$ cat src/rtl/id_pkg.sv
// RV32I base opcodes only; SYSTEM and MISC-MEM are not decoded and count as illegal
package id_pkg;

  //////////////////////////////////////////////////
  // Widths and field positions
  //////////////////////////////////////////////////

  // Data and address width
  localparam int XLEN       = 32;
  // Register index width
  localparam int REG_ADDR_W = 5;

  // Register fields in the instruction word
  localparam int RS1_LSB = 15;
  localparam int RS2_LSB = 20;
  localparam int RD_LSB  = 7;

  // Function fields
  localparam int F3_LSB  = 12;
  localparam int F7_LSB  = 25;

  //////////////////////////////////////////////////
  // Major opcodes
  //////////////////////////////////////////////////

  localparam logic [6:0] OPC_OP     = 7'h33;
  localparam logic [6:0] OPC_OP_IMM = 7'h13;
  localparam logic [6:0] OPC_LUI    = 7'h37;
  localparam logic [6:0] OPC_AUIPC  = 7'h17;
  localparam logic [6:0] OPC_JAL    = 7'h6f;
  localparam logic [6:0] OPC_JALR   = 7'h67;
  localparam logic [6:0] OPC_BRANCH = 7'h63;
  localparam logic [6:0] OPC_LOAD   = 7'h03;
  localparam logic [6:0] OPC_STORE  = 7'h23;

  //////////////////////////////////////////////////
  // Select and operator encodings
  //////////////////////////////////////////////////

  // ALU operation, arithmetic first, then the branch compares
  typedef enum logic [4:0] {
    ALU_ADD, ALU_SUB, ALU_SLL, ALU_SLT, ALU_SLTU,
    ALU_XOR, ALU_SRL, ALU_SRA, ALU_OR,  ALU_AND,
    ALU_EQ,  ALU_NE,  ALU_LT,  ALU_GE,  ALU_LTU, ALU_GEU
  } alu_op_e;

  // Operand A source
  typedef enum logic [1:0] {
    OP_A_REG,
    OP_A_PC,
    OP_A_ZERO
  } op_a_sel_e;

  // Operand B source
  typedef enum logic {
    OP_B_REG,
    OP_B_IMM
  } op_b_sel_e;

  // Immediate on operand B; PCINCR is the link offset of jumps
  typedef enum logic [1:0] {
    IMMB_I,
    IMMB_S,
    IMMB_U,
    IMMB_PCINCR
  } imm_b_sel_e;

  // Operand C source
  typedef enum logic [1:0] {
    OP_C_REGB,
    OP_C_BCH,
    OP_C_ZERO
  } op_c_sel_e;

  // Forwarding source, driven by the external controller
  typedef enum logic [1:0] {
    SEL_REGFILE,
    SEL_FW_EX,
    SEL_FW_WB
  } fw_sel_e;

  // Control transfer kind
  typedef enum logic [1:0] {
    XFER_NONE,
    XFER_JAL,
    XFER_JALR,
    XFER_COND
  } ctrl_xfer_e;

  // LSU access size
  typedef enum logic [1:0] {
    LSU_BYTE,
    LSU_HALF,
    LSU_WORD
  } lsu_type_e;

endpackage

$ cat src/rtl/imm_gen.sv
// Pure combinational; B and J immediates always have bit 0 cleared
`timescale 1ns/10ps

module imm_gen import id_pkg::*; (
  input  logic [XLEN-1:0] instr_i,
  output logic [XLEN-1:0] imm_i_o,
  output logic [XLEN-1:0] imm_s_o,
  output logic [XLEN-1:0] imm_b_o,
  output logic [XLEN-1:0] imm_u_o,
  output logic [XLEN-1:0] imm_j_o
);

  // Sign bit shared by every format
  logic sign;

  assign sign = instr_i[31];

  // I type, loads, OP-IMM and JALR
  assign imm_i_o = {{20{sign}}, instr_i[31:20]};

  // S type, split around rd position
  assign imm_s_o = {{20{sign}}, instr_i[31:25], instr_i[11:7]};

  // B type, halfword offset
  assign imm_b_o = {{19{sign}}, sign, instr_i[7], instr_i[30:25],
                    instr_i[11:8], 1'b0};

  // U type, upper 20 bits
  assign imm_u_o = {instr_i[31:12], 12'b0};

  // J type, scrambled 20 bit offset
  assign imm_j_o = {{11{sign}}, sign, instr_i[19:12], instr_i[20],
                    instr_i[30:21], 1'b0};

endmodule

$ cat src/rtl/instr_decoder.sv
// RV32I base set only; any other opcode or funct pattern is flagged illegal with no side effects
`timescale 1ns/10ps

module instr_decoder import id_pkg::*; (
  input  logic [XLEN-1:0] instr_i,
  output logic            alu_en_o,
  output alu_op_e         alu_op_o,
  output op_a_sel_e       op_a_sel_o,
  output op_b_sel_e       op_b_sel_o,
  output imm_b_sel_e      imm_b_sel_o,
  output op_c_sel_e       op_c_sel_o,
  output logic [1:0]      rf_re_o,
  output logic            rf_we_o,
  output logic            lsu_en_o,
  output logic            lsu_we_o,
  output lsu_type_e       lsu_type_o,
  output logic            lsu_sign_ext_o,
  output ctrl_xfer_e      ctrl_xfer_o,
  output logic            illegal_o
);

  logic [6:0] opcode;
  logic [2:0] funct3;
  logic [6:0] funct7;
  logic       rd_zero;

  assign opcode  = instr_i[6:0];
  assign funct3  = instr_i[F3_LSB +: 3];
  assign funct7  = instr_i[F7_LSB +: 7];
  assign rd_zero = (instr_i[RD_LSB +: REG_ADDR_W] == '0);

  always_comb begin
    // Defaults describe a bubble
    alu_en_o       = 1'b0;
    alu_op_o       = ALU_ADD;
    op_a_sel_o     = OP_A_REG;
    op_b_sel_o     = OP_B_REG;
    imm_b_sel_o    = IMMB_I;
    op_c_sel_o     = OP_C_ZERO;
    rf_re_o        = 2'b00;
    rf_we_o        = 1'b0;
    lsu_en_o       = 1'b0;
    lsu_we_o       = 1'b0;
    lsu_type_o     = LSU_WORD;
    lsu_sign_ext_o = 1'b0;
    ctrl_xfer_o    = XFER_NONE;
    illegal_o      = 1'b0;

    unique case (opcode)
      //////////////////////////////////////////////////
      // Register and immediate arithmetic
      //////////////////////////////////////////////////
      OPC_OP_IMM, OPC_OP: begin
        alu_en_o   = 1'b1;
        rf_we_o    = 1'b1;
        rf_re_o[0] = 1'b1;
        if (opcode == OPC_OP_IMM) begin
          op_b_sel_o = OP_B_IMM;
        end else begin
          rf_re_o[1] = 1'b1;
        end
        case (funct3)
          3'b000: alu_op_o = ALU_ADD;
          3'b001: alu_op_o = ALU_SLL;
          3'b010: alu_op_o = ALU_SLT;
          3'b011: alu_op_o = ALU_SLTU;
          3'b100: alu_op_o = ALU_XOR;
          3'b101: alu_op_o = funct7[5] ? ALU_SRA : ALU_SRL;
          3'b110: alu_op_o = ALU_OR;
          default: alu_op_o = ALU_AND;
        endcase
        // funct7 bit 5 picks SUB on OP only, SRA on both
        if (opcode == OPC_OP && funct3 == 3'b000 && funct7[5]) begin
          alu_op_o = ALU_SUB;
        end
        // Legal funct7 patterns; OP-IMM ignores it except on shifts
        if (opcode == OPC_OP || funct3[1:0] == 2'b01) begin
          if ((funct7 & 7'b1011111) != 7'b0) begin
            illegal_o = 1'b1;
          end
          if (funct7[5] && !(funct3 == 3'b101 ||
              (opcode == OPC_OP && funct3 == 3'b000))) begin
            illegal_o = 1'b1;
          end
        end
      end
      // Zero plus upper immediate
      OPC_LUI: begin
        alu_en_o    = 1'b1;
        rf_we_o     = 1'b1;
        op_a_sel_o  = OP_A_ZERO;
        op_b_sel_o  = OP_B_IMM;
        imm_b_sel_o = IMMB_U;
      end
      // PC plus upper immediate
      OPC_AUIPC: begin
        alu_en_o    = 1'b1;
        rf_we_o     = 1'b1;
        op_a_sel_o  = OP_A_PC;
        op_b_sel_o  = OP_B_IMM;
        imm_b_sel_o = IMMB_U;
      end
      //////////////////////////////////////////////////
      // Jumps and branches
      //////////////////////////////////////////////////
      OPC_JAL, OPC_JALR: begin
        // Link value is PC + 4
        alu_en_o    = 1'b1;
        rf_we_o     = 1'b1;
        op_a_sel_o  = OP_A_PC;
        op_b_sel_o  = OP_B_IMM;
        imm_b_sel_o = IMMB_PCINCR;
        ctrl_xfer_o = XFER_JAL;
        if (opcode == OPC_JALR) begin
          ctrl_xfer_o = XFER_JALR;
          rf_re_o[0]  = 1'b1;
          illegal_o   = (funct3 != 3'b000);
        end
      end
      OPC_BRANCH: begin
        alu_en_o    = 1'b1;
        rf_re_o     = 2'b11;
        op_c_sel_o  = OP_C_BCH;
        ctrl_xfer_o = XFER_COND;
        case (funct3)
          3'b000: alu_op_o = ALU_EQ;
          3'b001: alu_op_o = ALU_NE;
          3'b100: alu_op_o = ALU_LT;
          3'b101: alu_op_o = ALU_GE;
          3'b110: alu_op_o = ALU_LTU;
          3'b111: alu_op_o = ALU_GEU;
          default: illegal_o = 1'b1;
        endcase
      end
      //////////////////////////////////////////////////
      // Loads and stores, address is rs1 + offset
      //////////////////////////////////////////////////
      OPC_LOAD: begin
        lsu_en_o       = 1'b1;
        rf_we_o        = 1'b1;
        rf_re_o[0]     = 1'b1;
        op_b_sel_o     = OP_B_IMM;
        lsu_type_o     = lsu_type_e'(funct3[1:0]);
        lsu_sign_ext_o = !funct3[2];
        // No LWU or 64 bit loads in RV32I
        illegal_o      = (funct3[1:0] == 2'b11) || (funct3 == 3'b110);
      end
      OPC_STORE: begin
        lsu_en_o    = 1'b1;
        lsu_we_o    = 1'b1;
        rf_re_o     = 2'b11;
        op_b_sel_o  = OP_B_IMM;
        imm_b_sel_o = IMMB_S;
        op_c_sel_o  = OP_C_REGB;
        lsu_type_o  = lsu_type_e'(funct3[1:0]);
        illegal_o   = funct3[2] || (funct3[1:0] == 2'b11);
      end
      default: illegal_o = 1'b1;
    endcase

    // Writes to x0 are dropped here
    if (rd_zero) begin
      rf_we_o = 1'b0;
    end

    // Illegal instruction has no side effects downstream
    if (illegal_o) begin
      alu_en_o    = 1'b0;
      rf_we_o     = 1'b0;
      lsu_en_o    = 1'b0;
      lsu_we_o    = 1'b0;
      ctrl_xfer_o = XFER_NONE;
    end
  end

endmodule

$ cat src/rtl/operand_sel.sv
// Pure combinational; forwarding selects come from an external hazard controller
`timescale 1ns/10ps

module operand_sel import id_pkg::*; (
  input  logic [XLEN-1:0] pc_i,
  input  logic [XLEN-1:0] rf_rdata_a_i,
  input  logic [XLEN-1:0] rf_rdata_b_i,
  input  logic [XLEN-1:0] rf_wdata_ex_i,
  input  logic [XLEN-1:0] rf_wdata_wb_i,
  input  fw_sel_e         fw_a_sel_i,
  input  fw_sel_e         fw_b_sel_i,
  input  op_a_sel_e       op_a_sel_i,
  input  op_b_sel_e       op_b_sel_i,
  input  imm_b_sel_e      imm_b_sel_i,
  input  op_c_sel_e       op_c_sel_i,
  input  ctrl_xfer_e      ctrl_xfer_i,
  input  logic [XLEN-1:0] imm_i_i,
  input  logic [XLEN-1:0] imm_s_i,
  input  logic [XLEN-1:0] imm_b_i,
  input  logic [XLEN-1:0] imm_u_i,
  input  logic [XLEN-1:0] imm_j_i,
  output logic [XLEN-1:0] operand_a_o,
  output logic [XLEN-1:0] operand_b_o,
  output logic [XLEN-1:0] operand_c_o,
  output logic [XLEN-1:0] jmp_target_o
);

  logic [XLEN-1:0] fw_a;
  logic [XLEN-1:0] fw_b;
  logic [XLEN-1:0] imm_b;
  logic [XLEN-1:0] bch_target;
  logic [XLEN-1:0] jalr_target;

  //////////////////////////////////////////////////
  // Forwarding
  //////////////////////////////////////////////////

  always_comb begin
    case (fw_a_sel_i)
      SEL_FW_EX: fw_a = rf_wdata_ex_i;
      SEL_FW_WB: fw_a = rf_wdata_wb_i;
      default:   fw_a = rf_rdata_a_i;
    endcase
  end

  always_comb begin
    case (fw_b_sel_i)
      SEL_FW_EX: fw_b = rf_wdata_ex_i;
      SEL_FW_WB: fw_b = rf_wdata_wb_i;
      default:   fw_b = rf_rdata_b_i;
    endcase
  end

  //////////////////////////////////////////////////
  // Operand muxes
  //////////////////////////////////////////////////

  always_comb begin
    case (op_a_sel_i)
      OP_A_PC:   operand_a_o = pc_i;
      OP_A_ZERO: operand_a_o = '0;
      default:   operand_a_o = fw_a;
    endcase
  end

  // Immediate for B; no compressed support so link offset is fixed at 4
  always_comb begin
    case (imm_b_sel_i)
      IMMB_S:      imm_b = imm_s_i;
      IMMB_U:      imm_b = imm_u_i;
      IMMB_PCINCR: imm_b = XLEN'(4);
      default:     imm_b = imm_i_i;
    endcase
  end

  assign operand_b_o = (op_b_sel_i == OP_B_IMM) ? imm_b : fw_b;

  // Operand C carries store data or the branch target
  always_comb begin
    case (op_c_sel_i)
      OP_C_REGB: operand_c_o = fw_b;
      OP_C_BCH:  operand_c_o = bch_target;
      default:   operand_c_o = '0;
    endcase
  end

  //////////////////////////////////////////////////
  // Targets
  //////////////////////////////////////////////////

  assign bch_target  = pc_i + imm_b_i;

  // JALR shares the operand A forwarding path
  assign jalr_target = (fw_a + imm_i_i) & ~XLEN'(1);

  always_comb begin
    case (ctrl_xfer_i)
      XFER_JAL:  jmp_target_o = pc_i + imm_j_i;
      XFER_JALR: jmp_target_o = jalr_target;
      default:   jmp_target_o = bch_target;
    endcase
  end

endmodule

$ cat src/rtl/id_ex_reg.sv
// Holds one item for EX; payload fields load only when their enable is set, else keep old value
`timescale 1ns/10ps

module id_ex_reg import id_pkg::*; (
  input  logic                  clk,
  input  logic                  rst_n,
  input  logic                  instr_valid_i,
  input  logic                  kill_id_i,
  input  logic                  halt_id_i,
  input  logic                  ex_ready_i,
  input  logic                  alu_en_i,
  input  alu_op_e               alu_op_i,
  input  logic [XLEN-1:0]       operand_a_i,
  input  logic [XLEN-1:0]       operand_b_i,
  input  logic [XLEN-1:0]       operand_c_i,
  input  logic                  rf_we_i,
  input  logic [REG_ADDR_W-1:0] rd_i,
  input  logic                  lsu_en_i,
  input  logic                  lsu_we_i,
  input  lsu_type_e             lsu_type_i,
  input  logic                  lsu_sign_ext_i,
  input  ctrl_xfer_e            ctrl_xfer_i,
  input  logic                  illegal_i,
  input  logic [XLEN-1:0]       pc_i,
  output logic                  id_valid_o,
  output logic                  id_ready_o,
  output logic                  ex_valid_o,
  output alu_op_e               ex_alu_operator_o,
  output logic [XLEN-1:0]       ex_operand_a_o,
  output logic [XLEN-1:0]       ex_operand_b_o,
  output logic [XLEN-1:0]       ex_operand_c_o,
  output logic                  ex_rf_we_o,
  output logic [REG_ADDR_W-1:0] ex_rf_waddr_o,
  output logic                  ex_lsu_en_o,
  output logic                  ex_lsu_we_o,
  output lsu_type_e             ex_lsu_type_o,
  output logic                  ex_lsu_sign_ext_o,
  output logic                  ex_branch_o,
  output logic                  ex_illegal_o,
  output logic [XLEN-1:0]       ex_pc_o
);

  logic xfer;

  // Stage handshake; kill drains ID even when EX stalls
  assign id_valid_o = instr_valid_i && !kill_id_i && !halt_id_i;
  assign id_ready_o = kill_id_i || (ex_ready_i && !halt_id_i);
  assign xfer       = id_valid_o && ex_ready_i;

  always_ff @(posedge clk or negedge rst_n) begin
    if (!rst_n) begin
      ex_valid_o        <= 1'b0;
      ex_alu_operator_o <= ALU_ADD;
      ex_operand_a_o    <= '0;
      ex_operand_b_o    <= '0;
      ex_operand_c_o    <= '0;
      ex_rf_we_o        <= 1'b0;
      ex_rf_waddr_o     <= '0;
      ex_lsu_en_o       <= 1'b0;
      ex_lsu_we_o       <= 1'b0;
      ex_lsu_type_o     <= LSU_BYTE;
      ex_lsu_sign_ext_o <= 1'b0;
      ex_branch_o       <= 1'b0;
      ex_illegal_o      <= 1'b0;
      ex_pc_o           <= '0;
    end else if (xfer) begin
      ex_valid_o <= 1'b1;
      // Operands are shared by ALU and LSU
      if (alu_en_i || lsu_en_i) begin
        ex_alu_operator_o <= alu_op_i;
        ex_operand_a_o    <= operand_a_i;
        ex_operand_b_o    <= operand_b_i;
        ex_operand_c_o    <= operand_c_i;
      end
      ex_rf_we_o <= rf_we_i;
      if (rf_we_i) begin
        ex_rf_waddr_o <= rd_i;
      end
      ex_lsu_en_o <= lsu_en_i;
      if (lsu_en_i) begin
        ex_lsu_we_o       <= lsu_we_i;
        ex_lsu_type_o     <= lsu_type_i;
        ex_lsu_sign_ext_o <= lsu_sign_ext_i;
      end
      ex_branch_o  <= (ctrl_xfer_i == XFER_COND);
      ex_illegal_o <= illegal_i;
      ex_pc_o      <= pc_i;
    end else if (ex_ready_i) begin
      // EX consumed its item and nothing new arrives
      ex_valid_o <= 1'b0;
    end
  end

  // Stalled EX sees a frozen register
  a_hold_on_stall: assert property (@(posedge clk) disable iff (!rst_n)
    !ex_ready_i |=> $stable({ex_valid_o, ex_alu_operator_o, ex_operand_a_o,
      ex_operand_b_o, ex_operand_c_o, ex_rf_we_o, ex_rf_waddr_o, ex_lsu_en_o,
      ex_lsu_we_o, ex_lsu_type_o, ex_lsu_sign_ext_o, ex_branch_o,
      ex_illegal_o, ex_pc_o}));

  // Halt never lets an item into a ready EX
  a_no_valid_on_halt: assert property (@(posedge clk) disable iff (!rst_n)
    (halt_id_i && ex_ready_i) |=> !ex_valid_o);

endmodule

$ cat src/rtl/id_stage.sv
// Register file is outside; its read data must return in the same cycle as rf_raddr_*_o
`timescale 1ns/10ps

module id_stage import id_pkg::*; (
  input  logic                  clk,
  input  logic                  rst_n,
  input  logic [XLEN-1:0]       instr_i,
  input  logic [XLEN-1:0]       pc_i,
  input  logic                  instr_valid_i,
  input  logic                  kill_id_i,
  input  logic                  halt_id_i,
  input  logic                  ex_ready_i,
  input  fw_sel_e               fw_a_sel_i,
  input  fw_sel_e               fw_b_sel_i,
  input  logic [XLEN-1:0]       rf_rdata_a_i,
  input  logic [XLEN-1:0]       rf_rdata_b_i,
  input  logic [XLEN-1:0]       rf_wdata_ex_i,
  input  logic [XLEN-1:0]       rf_wdata_wb_i,
  output logic [REG_ADDR_W-1:0] rf_raddr_a_o,
  output logic [REG_ADDR_W-1:0] rf_raddr_b_o,
  output logic [1:0]            rf_re_o,
  output logic [XLEN-1:0]       jmp_target_o,
  output logic                  id_valid_o,
  output logic                  id_ready_o,
  output logic                  ex_valid_o,
  output alu_op_e               ex_alu_operator_o,
  output logic [XLEN-1:0]       ex_operand_a_o,
  output logic [XLEN-1:0]       ex_operand_b_o,
  output logic [XLEN-1:0]       ex_operand_c_o,
  output logic                  ex_rf_we_o,
  output logic [REG_ADDR_W-1:0] ex_rf_waddr_o,
  output logic                  ex_lsu_en_o,
  output logic                  ex_lsu_we_o,
  output lsu_type_e             ex_lsu_type_o,
  output logic                  ex_lsu_sign_ext_o,
  output logic                  ex_branch_o,
  output logic                  ex_illegal_o,
  output logic [XLEN-1:0]       ex_pc_o
);

  logic [XLEN-1:0] imm_i, imm_s, imm_b, imm_u, imm_j;
  logic [XLEN-1:0] operand_a, operand_b, operand_c;
  logic            alu_en, rf_we, lsu_en, lsu_we, lsu_sign_ext, illegal;
  alu_op_e         alu_op;
  op_a_sel_e       op_a_sel;
  op_b_sel_e       op_b_sel;
  imm_b_sel_e      imm_b_sel;
  op_c_sel_e       op_c_sel;
  lsu_type_e       lsu_type;
  ctrl_xfer_e      ctrl_xfer;

  // Register addresses straight from the instruction
  assign rf_raddr_a_o = instr_i[RS1_LSB +: REG_ADDR_W];
  assign rf_raddr_b_o = instr_i[RS2_LSB +: REG_ADDR_W];

  imm_gen imm_gen_inst (
    .instr_i (instr_i),
    .imm_i_o (imm_i),
    .imm_s_o (imm_s),
    .imm_b_o (imm_b),
    .imm_u_o (imm_u),
    .imm_j_o (imm_j)
  );

  instr_decoder instr_decoder_inst (
    .instr_i        (instr_i),
    .alu_en_o       (alu_en),
    .alu_op_o       (alu_op),
    .op_a_sel_o     (op_a_sel),
    .op_b_sel_o     (op_b_sel),
    .imm_b_sel_o    (imm_b_sel),
    .op_c_sel_o     (op_c_sel),
    .rf_re_o        (rf_re_o),
    .rf_we_o        (rf_we),
    .lsu_en_o       (lsu_en),
    .lsu_we_o       (lsu_we),
    .lsu_type_o     (lsu_type),
    .lsu_sign_ext_o (lsu_sign_ext),
    .ctrl_xfer_o    (ctrl_xfer),
    .illegal_o      (illegal)
  );

  operand_sel operand_sel_inst (
    .pc_i          (pc_i),
    .rf_rdata_a_i  (rf_rdata_a_i),
    .rf_rdata_b_i  (rf_rdata_b_i),
    .rf_wdata_ex_i (rf_wdata_ex_i),
    .rf_wdata_wb_i (rf_wdata_wb_i),
    .fw_a_sel_i    (fw_a_sel_i),
    .fw_b_sel_i    (fw_b_sel_i),
    .op_a_sel_i    (op_a_sel),
    .op_b_sel_i    (op_b_sel),
    .imm_b_sel_i   (imm_b_sel),
    .op_c_sel_i    (op_c_sel),
    .ctrl_xfer_i   (ctrl_xfer),
    .imm_i_i       (imm_i),
    .imm_s_i       (imm_s),
    .imm_b_i       (imm_b),
    .imm_u_i       (imm_u),
    .imm_j_i       (imm_j),
    .operand_a_o   (operand_a),
    .operand_b_o   (operand_b),
    .operand_c_o   (operand_c),
    .jmp_target_o  (jmp_target_o)
  );

  id_ex_reg id_ex_reg_inst (
    .clk               (clk),
    .rst_n             (rst_n),
    .instr_valid_i     (instr_valid_i),
    .kill_id_i         (kill_id_i),
    .halt_id_i         (halt_id_i),
    .ex_ready_i        (ex_ready_i),
    .alu_en_i          (alu_en),
    .alu_op_i          (alu_op),
    .operand_a_i       (operand_a),
    .operand_b_i       (operand_b),
    .operand_c_i       (operand_c),
    .rf_we_i           (rf_we),
    .rd_i              (instr_i[RD_LSB +: REG_ADDR_W]),
    .lsu_en_i          (lsu_en),
    .lsu_we_i          (lsu_we),
    .lsu_type_i        (lsu_type),
    .lsu_sign_ext_i    (lsu_sign_ext),
    .ctrl_xfer_i       (ctrl_xfer),
    .illegal_i         (illegal),
    .pc_i              (pc_i),
    .id_valid_o        (id_valid_o),
    .id_ready_o        (id_ready_o),
    .ex_valid_o        (ex_valid_o),
    .ex_alu_operator_o (ex_alu_operator_o),
    .ex_operand_a_o    (ex_operand_a_o),
    .ex_operand_b_o    (ex_operand_b_o),
    .ex_operand_c_o    (ex_operand_c_o),
    .ex_rf_we_o        (ex_rf_we_o),
    .ex_rf_waddr_o     (ex_rf_waddr_o),
    .ex_lsu_en_o       (ex_lsu_en_o),
    .ex_lsu_we_o       (ex_lsu_we_o),
    .ex_lsu_type_o     (ex_lsu_type_o),
    .ex_lsu_sign_ext_o (ex_lsu_sign_ext_o),
    .ex_branch_o       (ex_branch_o),
    .ex_illegal_o      (ex_illegal_o),
    .ex_pc_o           (ex_pc_o)
  );

  // An illegal instruction reaches EX flagged and with no write or memory access
  a_illegal_inert: assert property (@(posedge clk) disable iff (!rst_n)
    (id_valid_o && ex_ready_i && illegal) |=>
      (ex_illegal_o && !ex_rf_we_o && !ex_lsu_en_o));

endmodule

$ cat config.mk
export PLATFORM = sky130hd
export DESIGN_NAME = id_stage
export DESIGN_NICKNAME = d
export VERILOG_FILES = /design/src/rtl/id_pkg.sv /design/src/rtl/imm_gen.sv /design/src/rtl/instr_decoder.sv /design/src/rtl/operand_sel.sv /design/src/rtl/id_ex_reg.sv /design/src/rtl/id_stage.sv
export SDC_FILE = /design/constraint.sdc
export NUM_CORES = 1
export LEC_CHECK = 0
export BUFFER_PORTS_ARGS = -buffer_cell sky130_fd_sc_hd__buf_4
export CORE_MARGIN = 5
export CORE_UTILIZATION = 40
export DETAILED_ROUTE_END_ITERATION = 8
export PLACE_DENSITY = 0.69
export SLEW_MARGIN = 20
export SYNTH_ARGS = -nofsm -noshare
export SYNTH_HDL_FRONTEND = slang
export SYNTH_HIERARCHICAL = 1
export SYNTH_SLANG_ARGS = --single-unit
export TNS_END_PERCENT = 50
$ cat constraint.sdc
create_clock -name clk -period 8.53 [get_ports clk]
set_clock_uncertainty 0.15 [all_clocks]
set_input_delay 0.4265 -clock clk [delete_from_list [all_inputs] [get_ports clk]]
set_output_delay 0.4265 -clock clk [all_outputs]
set_load 0.1 [all_outputs]
==> flow_results.org <==
** Run status
- The flow ran to the end, and the final reports show no timing, DRC or antenna violations.

** Critical path
- The largest single stage delay on the critical path is 0.88 ns.
- CP required :: 7.95 ns
- On the critical path, the stage with the largest delay is an instance of sky130_fd_sc_hd__ha_2.
- Endpoint type of the worst setup path :: primary output
- Along the worst path, the maximum fanout reaches 43.
- Family of cells with the greatest summed delay on the critical path :: compound AO/OA/AOI/OAI gates
- Type of element launching the critical path :: primary input
- The setup path with the least slack is of type primary input to primary output.
- Data arrival at the endpoint of the critical path :: 4.78 ns
- Cell breakdown of the critical path :: buf_4 -> ha_2 -> o21ai_0 -> ha_1 -> o211ai_1 -> o21ai_1 -> a21oi_1 -> a211oi_1 -> a211oi_1 -> o31ai_1 -> xor2_1 -> a21oi_1 -> a22oi_1 -> buf_4
- The number of buffers and inverters on the critical path is 2.

** Floorplan
- DIE AREA :: 0.04367 mm^2
- Initial cell density of the core :: 40.70%
- The core region is 0.03892 mm^2.
- In this run the horizontal extent of the chip is 209.0 um.
- Measured along the y axis, the die boundary spans 209.0 um.
- 395 I/O pins were placed.
- In this run the core area contains 72 standard-cell rows.

** Hold path
- Path type of the worst min-delay path :: primary input to flip-flop

** Cells and area
- Commonest cells after routing, fill and taps aside :: sky130_fd_sc_hd__buf_4 (414), sky130_fd_sc_hd__nand2_1 (172), sky130_fd_sc_hd__nor2_1 (169)
- Share of the core filled with cells in the final layout :: 47.63%
- Leading cell type in the layout, fill and taps excluded :: sky130_fd_sc_hd__buf_4
- Cells with a size suffix above 1 make up 25.38% of the layout.
- Nets :: 2400
- The area growth from synthesis to layout is 17.04%.

** Timing
- In the finished design, the share of the clock period the worst path needs comes to 62.78%.
- Post-layout minimum cycle time :: 5.355 ns
- Max Freq :: 186.7 MHz
- Count of final max-slew check failures :: 0
- Worst hold slack across all endpoints :: 0.1091 ns
- At the pin with the least slew margin, the transition time is 1.125 ns.
- Setup violation total in the final timing report :: 0
- Headroom to the max-slew limit came out at 23.04%.
- RSZ-0062 raised after global routing :: no
- Crit path setup slack, layout :: 3.175 ns
- Setup TNS :: 0 ns
- Number of endpoints with negative hold slack in the final report :: 0

** Clock tree
- Number of sinks on the clock net :: 147
- Clock tree root buffer cell :: sky130_fd_sc_hd__clkbuf_16
- Clock latency on the worst-skew pair, taken at its later pin, is 0.45 ns.
- Clock buffers created by TritonCTS :: 17
- CTS built an H-tree with a depth of 4.
- Counting along the longest clock path gives a buffer depth of 2.
- Clock tree from TritonCTS :: yes
- After clock tree synthesis, the clock-pin slew on the worst setup and hold paths is 0.07 ns.
- After clock tree synthesis, the setup repair step added 0 buffers.

** Synthesis
- EDFF count, synth :: 0
- Synthesis Warnings :: 6
- Counting flops and latches in the post-synthesis netlist gives 147.
- Top area cells in the synthesized netlist :: sky130_fd_sc_hd__dfrtp_1 (23%), sky130_fd_sc_hd__ha_1 (8.4%), sky130_fd_sc_hd__buf_4 (8.2%)
- Unique cell type count in the Yosys netlist :: 96
- For this run, asynchronously set or reset flops after synthesis account for 100.0%.
- The top cell type by area accounts for 23.23% of the synthesized area.
- Synthesized area per cell :: 8.262 um^2
- Gate count after technology mapping :: 1917
- For this run, the leading register cell type out of synthesis is sky130_fd_sc_hd__dfrtp_1.
- The mapped netlist covers 0.01584 mm^2.
- Library cell occupying the most area in the post-synthesis netlist :: sky130_fd_sc_hd__dfrtp_1
- After synthesis, flip-flops and latches occupy 23.23% of the total area.

** GRT
- Initial antenna violation count :: 4
- The number of global-route vias before repair was 15650.
- Total overflow reported by the global router :: 0
- Wire length of the first global-routing pass :: 100000 um
- Global routing consumed, over all layers together, 29.90% of the routing resources.
- Largest net degree at the start of global routing :: 68

** Routing
- Detailed-routing iteration count for the pre-antenna-repair pass :: 6
- After the first detailed-routing iteration, the DRC count stood at 1522.
- Post-DR wirelength/cell :: 25.95 um
- The detailed router placed 15800 vias in this run.
- Mean number of vias per cell :: 6.026
- In this run the remaining antenna-violating nets after routing total 0.
- DRC violation count after routing :: 0
- After detailed routing, the total wire length is 68010 um.

** Flow run
- Across the run, the number of max-cap violations was 0.

** Power
- Summed over all nets, the switching power comes to 1.777 mW.
- In this run, the combinational gates consume 53.7% of the power.
- VDD sags by at most 0.1805 mV.
- Sequential share of power :: 22.4%
- Final Power :: 3.562 mW
- Dividing total power by cell area gives a power density of 192.1 mW/mm^2.
- Of the total power, the clock network draws 23.9%.
- Net switching is 49.90% of the power.
- For this design the static power due to leakage is 8.829 nW.
- Cell-internal power :: 1.784 mW

** Place
- Before CTS, the worst setup slack after placement is 3.213 ns.
- Routability-driven placement finished with a final weighted congestion of 0.9759.
- Buffers placed on the I/O ports in this run total 394.
- Summed over all nets, the half-perimeter wirelength after detailed placement is 52760 um.
-- logic make-up (layout without fill, tap and decap cells) --
| logic type | after synthesis | count (layout) | synth area share (%) |
|---|---|---|---|
| fa+ha+maj | 109 | 109 | 8.753 |
| mux | 179 | 179 | 12.45 |
| simple gates | 492 | 492 | 14.08 |
| flops | 147 | 147 | 23.23 |
| other cells | 2 | 18 | 0.04742 |
| xor+xnor | 81 | 81 | 4.479 |
| buf+inv | 312 | 482 | 12.36 |
| compound gates | 595 | 595 | 24.60 |
-- power groups by stage --
| stage | Clock [mW] | Sequential, mW | Combinational (mW) |
|---|---|---|---|
| after floorplan | 0 | 1.29 | 0.932 |
| after global placement | 0 | 0.806 | 1.89 |
| after detailed placement | 0 | 0.810 | 1.89 |
| after CTS | 0.872 | 0.797 | 1.90 |
| after global routing | 0.902 | 0.805 | 2.00 |
| final | 0.852 | 0.797 | 1.91 |
-- path summary, 6_finish.rpt --
kind	endpoint	slack (ns)	startpoint	cells after the start
max reg2reg	id_ex_reg_inst/ex_operand_c_o[12]$_DFFE_PN0P_	7.52	id_ex_reg_inst/ex_operand_c_o[12]$_DFFE_PN0P_	1
max in group asynchronous	id_ex_reg_inst/ex_operand_c_o[9]$_DFFE_PN0P_	6.74	rst_n	3
min reg2reg	id_ex_reg_inst/ex_operand_a_o[30]$_DFFE_PN0P_	0.34	id_ex_reg_inst/ex_operand_a_o[30]$_DFFE_PN0P_	1
min in group asynchronous	id_ex_reg_inst/ex_pc_o[26]$_DFFE_PN0P_	0.29	rst_n	2
max	jmp_target_o[30]	3.18	fw_a_sel_i[1]	14
min	id_ex_reg_inst/ex_pc_o[8]$_DFFE_PN0P_	0.11	pc_i[8]	2
-- sequential cells by signal (all words and copies together), names as in the netlist, 2 cells and up --
signal and count:
id_ex_reg_inst/ex_lsu_type_o 2, id_ex_reg_inst/ex_rf_waddr_o 5, id_ex_reg_inst/ex_operand_c_o 32, id_ex_reg_inst/ex_operand_b_o 32, id_ex_reg_inst/ex_alu_operator_o 5, id_ex_reg_inst/ex_operand_a_o 32, id_ex_reg_inst/ex_pc_o 32
-- Yosys cell counts, types with 11 or more instances --
master and number:
sky130_fd_sc_hd__buf_4 173, sky130_fd_sc_hd__o211ai_1 12, sky130_fd_sc_hd__a221oi_1 14, sky130_fd_sc_hd__buf_1 12, sky130_fd_sc_hd__a31oi_1 12, sky130_fd_sc_hd__ha_1 106, sky130_fd_sc_hd__nor3_1 24, sky130_fd_sc_hd__o21ai_0 115
sky130_fd_sc_hd__mux2_1 91, sky130_fd_sc_hd__xnor2_1 41, sky130_fd_sc_hd__nand2_1 173, sky130_fd_sc_hd__mux2_2 53, sky130_fd_sc_hd__inv_1 32, sky130_fd_sc_hd__nand3_1 29, sky130_fd_sc_hd__xor2_1 40, sky130_fd_sc_hd__mux2i_1 35
sky130_fd_sc_hd__a211oi_1 22, sky130_fd_sc_hd__a21oi_1 159, sky130_fd_sc_hd__dfrtp_1 147, sky130_fd_sc_hd__nor2_1 169, sky130_fd_sc_hd__nand2b_1 11, sky130_fd_sc_hd__o21ai_1 37, sky130_fd_sc_hd__a22oi_1 77, sky130_fd_sc_hd__a22o_1 32
sky130_fd_sc_hd__nor2b_1 11, sky130_fd_sc_hd__clkbuf_1 71, sky130_fd_sc_hd__a21o_1 39
-- cell type report --
| type | instances | area (um^2) |
|---|---|---|
| inverter | 36 | 135.1 |
| clock buffer | 18 | 429.2 |
| multi-input combinational | 1471 | 10300 |
| antenna | 3 | 7.507 |
| sequential | 147 | 3679 |
| tap | 518 | 648.1 |
| fill | 3873 | 20380 |
| clock inverter | 12 | 203.9 |
| timing repair buffer | 416 | 3129 |
-- metal layers --
metal | GRT usage, % | share of wire, % | wire length (um)
met1 | 38.88 | 41 | 27750
met2 | 50.61 | 48 | 32560
met3 | 5.249 | 8.1 | 5517
met4 | 9.631 | 3.2 | 2179
met5 | 0 | 0.010 | 7
-- timing repair --
item / 4_1_cts / 5_1_grt
endpoints found under the hold margin: 37 / 0
resized for setup: 0 / 0
hold buffers: 1 / 0
-- per-stage QoR --
step           instances  cell area, um^2
6_report            2621            18540
5_1_grt             2621            18540
4_1_cts             2618            18530
3_5_place_dp        2587            17890
3_3_place_gp        2587            17890
2_1_floorplan       1930            15890
Note: power is estimated with default switching activity, not from simulation.
